--- src/cpu_defs.svh ---
`ifndef CPU_DEFS_SVH
`define CPU_DEFS_SVH

// first fetch address out of reset
`define RESET_PC 32'h0000_0000

// addi x0, x0, 0
`define NOP_INSTR 32'h0000_0013

// a store to this word ends a test program
`define HALT_ADDR 32'h0000_0FFC

`endif

--- src/rv32i_types_pkg.sv ---
package rv32i_types_pkg;

    typedef logic [31:0] rv32i_word; // data or address
    typedef logic [4:0]  rv32i_reg;  // register index

    // major opcodes, bits [6:0] of the instruction
    typedef enum logic [6:0] {
        op_lui   = 7'b0110111,
        op_jal   = 7'b1101111,
        op_br    = 7'b1100011, // beq, bne
        op_load  = 7'b0000011, // lw only
        op_store = 7'b0100011, // sw, sb
        op_imm   = 7'b0010011,
        op_reg   = 7'b0110011
    } rv32i_opcode;

    typedef enum logic [2:0] {
        alu_add,
        alu_sub,
        alu_and,
        alu_or,
        alu_xor,
        alu_pass_b // lui
    } alu_ops;

endpackage : rv32i_types_pkg

--- src/mem_bus_pkg.sv ---
package mem_bus_pkg;

    // one enable bit per byte lane, also used as wishbone sel
    typedef logic [3:0] byte_mask;

    // bridge transfer state
    typedef enum logic [1:0] {
        idle,
        instr_cycle, // serving port a
        data_cycle   // serving port b
    } bridge_state;

endpackage : mem_bus_pkg

--- src/reg_file.sv ---
`timescale 1ns/10ps

module reg_file import rv32i_types_pkg::*; (
    input  logic      clk,
    input  logic      rst,
    input  rv32i_reg  rs1,
    input  rv32i_reg  rs2,
    input  rv32i_reg  rd,
    input  logic      load,
    input  rv32i_word in,
    output rv32i_word reg_a,
    output rv32i_word reg_b
);

    rv32i_word data [32];

    always_ff @(posedge clk) begin
        if (rst) begin
            for (int i = 0; i < 32; i++) begin
                data[i] <= '0;
            end
        end else if (load && (rd != 5'd0)) begin // x0 stays zero
            data[rd] <= in;
        end
    end

    // asynchronous read
    assign reg_a = data[rs1];
    assign reg_b = data[rs2];

endmodule : reg_file

--- src/alu.sv ---
`timescale 1ns/10ps

module alu import rv32i_types_pkg::*; (
    input  alu_ops    aluop,
    input  rv32i_word a,
    input  rv32i_word b,
    output rv32i_word f,
    output logic      eq
);

    always_comb begin
        case (aluop)
            alu_add:    f = a + b;
            alu_sub:    f = a - b;
            alu_and:    f = a & b;
            alu_or:     f = a | b;
            alu_xor:    f = a ^ b;
            alu_pass_b: f = b;
            default:    f = a + b;
        endcase
    end

    // beq / bne compare rs1 with rs2
    assign eq = (a == b);

endmodule : alu

--- src/cpu_core.sv ---
`timescale 1ns/10ps
`include "cpu_defs.svh"

module cpu_core import rv32i_types_pkg::*, mem_bus_pkg::*; (
    input  logic      clk,
    input  logic      rst,

    // instruction port
    output logic      read_a,
    output rv32i_word address_a,
    input  logic      resp_a,
    input  rv32i_word rdata_a,

    // data port
    output logic      read_b,
    output logic      write_b,
    output byte_mask  wmask_b,
    output rv32i_word address_b,
    output rv32i_word wdata_b,
    input  logic      resp_b,
    input  rv32i_word rdata_b
);

    // fetch side
    rv32i_word pc;          // next fetch address
    logic      hold_valid;
    rv32i_word hold_instr;
    rv32i_word hold_pc;
    logic      drop;        // in-flight fetch is stale after a flush
    logic      start_fetch;
    logic      fetch_valid;
    rv32i_word fetch_word;
    rv32i_word fetch_pc;

    // execute side
    rv32i_word   ex_instr;
    rv32i_word   ex_pc;
    logic        b_gap;     // request low for one cycle after resp_b
    rv32i_opcode opcode;
    logic [2:0]  funct3;
    rv32i_reg    rs1, rs2, rd;
    rv32i_word   i_imm, s_imm, b_imm, u_imm, j_imm;
    rv32i_word   rs1_val, rs2_val;
    rv32i_word   alu_b, alu_f;
    rv32i_word   wb_data;
    rv32i_word   target;
    alu_ops      aluop;
    logic        eq;
    logic        is_load, is_store;
    logic        writes_rd;
    logic        rf_load;
    logic        taken;
    logic        flush;
    logic        ex_done;

    assign opcode = rv32i_opcode'(ex_instr[6:0]);
    assign funct3 = ex_instr[14:12];
    assign rs1    = ex_instr[19:15];
    assign rs2    = ex_instr[24:20];
    assign rd     = ex_instr[11:7];

    assign i_imm = {{21{ex_instr[31]}}, ex_instr[30:20]};
    assign s_imm = {{21{ex_instr[31]}}, ex_instr[30:25], ex_instr[11:7]};
    assign b_imm = {{20{ex_instr[31]}}, ex_instr[7], ex_instr[30:25], ex_instr[11:8], 1'b0};
    assign u_imm = {ex_instr[31:12], 12'h000};
    assign j_imm = {{12{ex_instr[31]}}, ex_instr[19:12], ex_instr[20], ex_instr[30:21], 1'b0};

    // decode
    always_comb begin
        aluop     = alu_add;
        alu_b     = i_imm;
        writes_rd = 1'b0;
        case (opcode)
            op_lui: begin
                aluop     = alu_pass_b;
                alu_b     = u_imm;
                writes_rd = 1'b1;
            end
            op_jal:   writes_rd = 1'b1;
            op_br:    alu_b = rs2_val;
            op_load:  writes_rd = 1'b1;
            op_store: alu_b = s_imm; // address = rs1 + s_imm
            op_imm, op_reg: begin
                writes_rd = 1'b1;
                if (opcode == op_reg) begin
                    alu_b = rs2_val;
                end
                case (funct3)
                    3'b111:  aluop = alu_and;
                    3'b110:  aluop = alu_or;
                    3'b100:  aluop = alu_xor;
                    default: aluop = (opcode == op_reg && ex_instr[30]) ? alu_sub : alu_add;
                endcase
            end
            default: ; // unsupported opcode runs as a nop
        endcase
    end

    always_comb begin
        case (opcode)
            op_jal:  wb_data = ex_pc + 32'd4; // link
            op_load: wb_data = rdata_b;
            default: wb_data = alu_f;
        endcase
    end

    assign is_load  = (opcode == op_load);
    assign is_store = (opcode == op_store);
    assign ex_done  = ~(is_load | is_store) | resp_b;
    assign rf_load  = writes_rd & ex_done;

    assign taken  = (opcode == op_br) & ((funct3 == 3'b000) ? eq : ((funct3 == 3'b001) & ~eq));
    assign flush  = taken | (opcode == op_jal);
    assign target = ex_pc + ((opcode == op_jal) ? j_imm : b_imm);

    // data port, held steady while execute waits
    assign read_b    = is_load & ~b_gap;
    assign write_b   = is_store & ~b_gap;
    assign address_b = alu_f;
    assign wmask_b   = (funct3 == 3'b000) ? byte_mask'(4'b0001 << alu_f[1:0]) : 4'b1111;
    assign wdata_b   = (funct3 == 3'b000) ? (rv32i_word'(rs2_val[7:0]) << {alu_f[1:0], 3'b000})
                                          : rs2_val;

    // fetched word comes from the hold register or straight off port a
    assign fetch_valid = hold_valid | (resp_a & ~drop);
    assign fetch_word  = hold_valid ? hold_instr : rdata_a;
    assign fetch_pc    = hold_valid ? hold_pc : address_a;
    assign start_fetch = ~read_a & ~hold_valid & ~flush;

    always_ff @(posedge clk) begin
        if (rst) begin
            pc         <= `RESET_PC;
            read_a     <= 1'b0;
            hold_valid <= 1'b0;
            drop       <= 1'b0;
            ex_instr   <= `NOP_INSTR;
            b_gap      <= 1'b0;
        end else begin
            b_gap <= resp_b;

            if (resp_a) begin
                read_a <= 1'b0;
                drop   <= 1'b0;
            end else if (start_fetch) begin
                read_a    <= 1'b1;
                address_a <= pc;
                pc        <= pc + 32'd4;
            end

            if (ex_done) begin
                if (flush) begin
                    // static not-taken, squash what was fetched behind us
                    ex_instr   <= `NOP_INSTR;
                    hold_valid <= 1'b0;
                    pc         <= target;
                    drop       <= read_a & ~resp_a;
                end else if (fetch_valid) begin
                    ex_instr   <= fetch_word;
                    ex_pc      <= fetch_pc;
                    hold_valid <= 1'b0;
                end else begin
                    ex_instr <= `NOP_INSTR; // bubble
                end
            end else if (resp_a & ~drop) begin
                hold_valid <= 1'b1; // execute busy, park the word
                hold_instr <= rdata_a;
                hold_pc    <= address_a;
            end
        end
    end

    reg_file regfile (
        .clk,
        .rst,
        .rs1,
        .rs2,
        .rd,
        .load  (rf_load),
        .in    (wb_data),
        .reg_a (rs1_val),
        .reg_b (rs2_val)
    );

    alu alu (
        .aluop,
        .a  (rs1_val),
        .b  (alu_b),
        .f  (alu_f),
        .eq
    );

endmodule : cpu_core

--- src/wb_bridge.sv ---
`timescale 1ns/10ps

module wb_bridge import rv32i_types_pkg::*, mem_bus_pkg::*; (
    input  logic      clk,
    input  logic      rst,

    // core instruction port
    input  logic      read_a,
    input  rv32i_word address_a,
    output logic      resp_a,
    output rv32i_word rdata_a,

    // core data port
    input  logic      read_b,
    input  logic      write_b,
    input  byte_mask  wmask_b,
    input  rv32i_word address_b,
    input  rv32i_word wdata_b,
    output logic      resp_b,
    output rv32i_word rdata_b,

    // wishbone classic master
    output logic      wb_cyc,
    output logic      wb_stb,
    output logic      wb_we,
    output rv32i_word wb_adr,
    output rv32i_word wb_dat_w,
    output byte_mask  wb_sel,
    input  logic      wb_ack,
    input  rv32i_word wb_dat_r
);

    bridge_state state;
    logic        grant_a, grant_b;

    // data port wins a tie
    assign grant_b = (state == idle) & (read_b | write_b);
    assign grant_a = (state == idle) & read_a & ~(read_b | write_b);

    always_ff @(posedge clk) begin
        if (rst) begin
            state <= idle;
        end else begin
            case (state)
                idle: begin
                    if (grant_b) begin
                        state <= data_cycle;
                    end else if (grant_a) begin
                        state <= instr_cycle;
                    end
                end
                instr_cycle, data_cycle: begin
                    if (wb_ack) begin
                        state <= idle; // cyc drops next cycle
                    end
                end
                default: state <= idle;
            endcase
        end
    end

    // transfer latch, loaded only when leaving idle
    always_ff @(posedge clk) begin
        if (grant_b) begin
            wb_adr   <= address_b;
            wb_we    <= write_b;
            wb_dat_w <= wdata_b;
            wb_sel   <= write_b ? wmask_b : 4'b1111;
        end else if (grant_a) begin
            wb_adr <= address_a;
            wb_we  <= 1'b0;
            wb_sel <= 4'b1111; // whole word fetch
        end
    end

    assign wb_cyc = (state != idle);
    assign wb_stb = (state != idle);

    // ack goes straight back to the port being served
    assign resp_a  = (state == instr_cycle) & wb_ack;
    assign resp_b  = (state == data_cycle) & wb_ack;
    assign rdata_a = wb_dat_r;
    assign rdata_b = wb_dat_r;

endmodule : wb_bridge

--- src/soc_top.sv ---
`timescale 1ns/10ps

module soc_top import rv32i_types_pkg::*, mem_bus_pkg::*; (
    input  logic      clk,
    input  logic      rst,
    output logic      wb_cyc,
    output logic      wb_stb,
    output logic      wb_we,
    output rv32i_word wb_adr,
    output rv32i_word wb_dat_w,
    output byte_mask  wb_sel,
    input  logic      wb_ack,
    input  rv32i_word wb_dat_r
);

    // port a, instruction fetch
    logic      read_a;
    rv32i_word address_a;
    logic      resp_a;
    rv32i_word rdata_a;

    // port b, loads and stores
    logic      read_b;
    logic      write_b;
    byte_mask  wmask_b;
    rv32i_word address_b;
    rv32i_word wdata_b;
    logic      resp_b;
    rv32i_word rdata_b;

    cpu_core core (
        .clk,
        .rst,
        .read_a,
        .address_a,
        .resp_a,
        .rdata_a,
        .read_b,
        .write_b,
        .wmask_b,
        .address_b,
        .wdata_b,
        .resp_b,
        .rdata_b
    );

    wb_bridge bridge (
        .clk,
        .rst,
        .read_a,
        .address_a,
        .resp_a,
        .rdata_a,
        .read_b,
        .write_b,
        .wmask_b,
        .address_b,
        .wdata_b,
        .resp_b,
        .rdata_b,
        .wb_cyc,
        .wb_stb,
        .wb_we,
        .wb_adr,
        .wb_dat_w,
        .wb_sel,
        .wb_ack,
        .wb_dat_r
    );

endmodule : soc_top

--- config.mk ---
export PLATFORM = sky130hd
export DESIGN_NAME = soc_top
export DESIGN_NICKNAME = d
export VERILOG_FILES = /design/src/rv32i_types_pkg.sv /design/src/mem_bus_pkg.sv /design/src/reg_file.sv /design/src/alu.sv /design/src/cpu_core.sv /design/src/wb_bridge.sv /design/src/soc_top.sv
export VERILOG_INCLUDE_DIRS = /design/src /design/src/src
export SDC_FILE = /design/constraint.sdc
export NUM_CORES = 2
export LEC_CHECK = 0
export ABC_CLOCK_PERIOD_IN_PS = 11000
export BUFFER_PORTS_ARGS = -buffer_cell sky130_fd_sc_hd__buf_2
export CORE_UTILIZATION = 50
export CTS_CLUSTER_SIZE = 24
export DETAILED_ROUTE_END_ITERATION = 10
export GPL_ROUTABILITY_DRIVEN = 0
export GPL_TIMING_DRIVEN = 1
export PLACE_DENSITY = 0.74
export SLEW_MARGIN = 20
export SYNTH_ARGS = -nofsm -noshare
export SYNTH_HDL_FRONTEND = slang
export SYNTH_HIERARCHICAL = 1
export SYNTH_SLANG_ARGS = --single-unit
--- constraint.sdc ---
create_clock -name clk -period 11 [get_ports clk]
set_clock_uncertainty 0.1 [all_clocks]
set_input_delay 0.55 -clock clk [delete_from_list [all_inputs] [get_ports clk]]
set_output_delay 0.55 -clock clk [all_outputs]
set_load 0.01 [all_outputs]
==> impl_metrics.ini <==
[run_status]
outcome = completed

[clock_network]
clockBufferDepth = 3
numClockSinks = 1291
cts_buffers = 139
cts_hold_buf = 32
clk_latency_ns = 0.84
cts_setup_buffers = 0
clkTransAtPathRegs_ns = 0.06
cts_tree = built
root_buffer = clkbuf_16
post_cts_resize_count = 0
h-tree-depth = 4

[final_layout]
drive_gt1_frac = 0.09783
syn_to_final_growth_pct = 8.633
fin_nets = 6919

[placement]
post-place-ws_ns = 2.811
dpl.hpwl_um = 161900
portBuffers = 105

[yosys]
synthFlopType = edfxtp_1
synthXorXnorAreaFrac = 0.01128
synth_top_family_by_area = simple AND/OR/NAND/NOR gates
synth_area_um2 = 75960
ys_warn_count = 6
yosys.cell_types.count = 111
yosys.area_share.adder = 0.02286
synth-seq-area-share = 0.5012
synth_compound_area_frac = 0.1053
syn_area_per_cell_um2 = 11.00
synthCells = 6904
synth_edf_count = 1221
synthSimpleGateAreaFrac = 0.1629
ys_ff_latch = 1291
synth.area.mux_share = 0.1470
ys_async_sr_fraction = 0

[critical_path]
reg2reg_depth = 22
worst-endpoint-arrival_ns = 9.26
crit_type = reg -> reg
regToRegSetupSlack_ns = 2.34
startpoint_type = flip-flop
cp_data_required_time_ns = 11.59
cp_max_fo = 31
worst_setup_path_end_kind = flip-flop
r2r_start = core/ex_instr[22]$_SDFFE_PP0N_
reg2reg_to = core/regfile/data[19][31]$_SDFFCE_PN0P_

[run]
maxCapViolCount = 0

[grt]
grt_antenna_before_repair = 17
grt_max_degree = 122
grt_pass1_vias = 57068
overflow = 0
grt.total_usage = 0.3400
grt_first_pass_wirelength_um = 380400

[floorplanning]
fp.dieH_um = 391.8
boundaryPins = 106
core_area_um2 = 150300
rows = 142
initial_utilization = 0.5053
die_x_um = 391.8
die-area_um2 = 153500

[sta]
setup_ws_ns = 2.339
finalHoldViolCount = 0
setup_viol = 0
max_freq_mhz = 115.5
tightest_slew_ns = 1.263
rsz0062_at_grt = false
post-route-min-period_ns = 8.662
slew-limit-headroom = 0.1551
drv_slew = 0
timing.final.crit_share = 0.7874
setup-tns-final_ns = 0

[routing]
routed_wirelength_um = 266300
detail_route.wl_per_cell_um = 30.00
drt_iter0_drc = 9055
first_pass_iters = 7
ant_nets = 0
drcViolationCount = 0
vias_per_cell = 6.615
num_vias = 58730

[hold_path]
holdPathStages = 2
min_from = rst
hold_path.class = in -> reg
min_to = core/b_gap$_SDFF_PP0_

[power]
power.density_nw_per_um2 = 159.5
leakage_uw = 0.02874
peakVddDrop_uv = 135.0
## state kept, by name, indices dropped and copies added, names as in the netlist, 2 cells and up
name               count
bridge/wb_dat_w       32
bridge/wb_sel          4
bridge/state           2
core/ex_pc            32
core/hold_instr       32
core/ex_instr         32
core/regfile/data   1024
core/hold_pc          32
core/pc               32
bridge/wb_adr         32
core/address_a        32
## power by group
group	internal (µW)	total (µW)	leakage, µW	switching, µW
sequential	5580	5710	0.0129	127
clock	2720	4750	0.00220	2030
combinational	740	2700	0.0136	1960
## synth_stat cells (all sizes together) (14+ instances only)
| cell type | n | area share |
|---|---|---|
| edfxtp | 1221 | 0.48 |
| mux2i | 1077 | 0.14 |
| and2 | 1004 | 0.083 |
| nand2 | 512 | 0.025 |
| a21oi | 354 | 0.023 |
| clkbuf | 353 | 0.019 |
| buf | 285 | 0.024 |
| nand3 | 262 | 0.018 |
| a22oi | 243 | 0.024 |
| nor2 | 223 | 0.012 |
| a22o | 136 | 0.016 |
| ha | 134 | 0.022 |
| inv | 132 | 0.0065 |
| o21ai | 120 | 0.0081 |
| nor3 | 114 | 0.0076 |
| a31oi | 85 | 0.0072 |
| dfxtp | 70 | 0.018 |
| xnor2 | 55 | 0.0064 |
| xor2 | 42 | 0.0048 |
| or2 | 40 | 0.0033 |
| a211oi | 37 | 0.0037 |
| a21o | 34 | 0.0034 |
| mux2 | 34 | 0.0050 |
| nor2b | 33 | 0.0028 |
| o22ai | 32 | 0.0026 |
| and3 | 27 | 0.0023 |
| nand2b | 26 | 0.0022 |
| nand4 | 19 | 0.0016 |
| a221oi | 17 | 0.0020 |
| o31ai | 16 | 0.0016 |
| or3 | 14 | 0.0013 |
## per-stage QoR
step                std cells  power [µW]  area [µm²]  hold WS (ns)  utilization
floorplan                6935        7344       76070        0.3081            -
global placement         8590        8285       77600        0.3126       0.5163
detailed placement       8590        8343       77620        0.3166       0.5164
CTS                      8875       13010       82480       0.03102       0.5487
global route             8876       13450       82510       0.05269       0.5489
finish                   8878       13160       82510       0.08166       0.5490
## cell usage in the layout (no fill, tap or decap), types with 34 or more instances in the layout
cell / netlist / final
o21ai_0: 117 / 91
nand3_1: 258 / 257
clkbuf_1: 336 / 37
and2_1: 1003 / 1001
a21oi_1: 352 / 352
a22oi_1: 243 / 243
a211oi_1: 37 / 37
a31oi_1: 83 / 83
inv_1: 129 / 129
a22o_1: 136 / 136
mux2_2: 34 / 34
mux2i_1: 1077 / 1077
ha_1: 134 / 134
xnor2_1: 54 / 54
clkbuf_16: 0 / 145
dfxtp_1: 70 / 67
nand2_1: 511 / 510
xor2_1: 42 / 42
or2_2: 40 / 40
buf_2: 94 / 104
nor3_1: 112 / 110
buf_4: 142 / 158
nor2_1: 208 / 186
edfxtp_1: 1221 / 1221
## how the worst max path moves through the flow
stage	from	to	slack, ns
floorplan	core/ex_instr[21]$_SDFFE_PP0N_	core/ex_pc[0]$_DFFE_PP_	5.47
global placement	core/ex_instr[21]$_SDFFE_PP0N_	core/regfile/data[2][31]$_SDFFCE_PN0P_	2.96
detailed placement	core/ex_instr[21]$_SDFFE_PP0N_	core/ex_pc[25]$_DFFE_PP_	2.81
CTS	core/ex_instr[21]$_SDFFE_PP0N_	core/ex_pc[14]$_DFFE_PP_	2.78
global route	core/ex_instr[21]$_SDFFE_PP0N_	core/ex_pc[14]$_DFFE_PP_	2.35
finish	core/ex_instr[22]$_SDFFE_PP0N_	core/regfile/data[19][31]$_SDFFCE_PN0P_	2.34
## layout make-up
cell class	count	area [µm²]
fillers	12444	67800
clock inverters	69	742.0
clock buffers	184	3795
inverters	132	495.5
multi-input cells	4874	34550
flip-flops and latches	1291	38080
diodes	3	7.507
repair buffers	309	2327
well taps	2016	2522
## logic make-up (layout without fill, tap and decap cells)
family                   count (synthesis)  after routing
multiplexers                          1111           1111
AO/OA/AOI/OAI                         1188           1188
adder cells (fa/ha/maj)                137            137
AND/OR/NAND/NOR                       2309           2309
flip-flops                            1291           1291
buffers and inverters                  770            694
other                                    1             35
XOR/XNOR                                97             97
## metal layers
layer,track usage,vias to the layer above,part of all wire
met4,0.2745,8,0.093
li1,-,24743,-
met2,0.5055,4430,0.43
met1,0.4166,28345,0.35
met5,0,-,0.00040
met3,0.09014,1204,0.13
## critical path, cell delays in order, from the launching register on
cell and delay [ns]:
dfxtp_1 0.65, nor2b_4 0.74, buf_4 0.55, a22o_1 0.23, nor3_1 0.06, a31oi_1 0.49, nand3_1 0.66, a222oi_1 0.41
inv_1 0.17, inv_1 0.10, ha_1 0.33, nor2_1 0.26, o211ai_1 0.19, a21oi_1 0.32, o2111ai_1 0.19, a21boi_1 0.30
nor3_2 0.13, o41ai_1 0.44, mux2_2 0.38, nor3_1 0.87, a22oi_1 0.25, o21ai_4 0.37, and2_1 0.25
No activity file was read; power rests on OpenSTA's default activity.
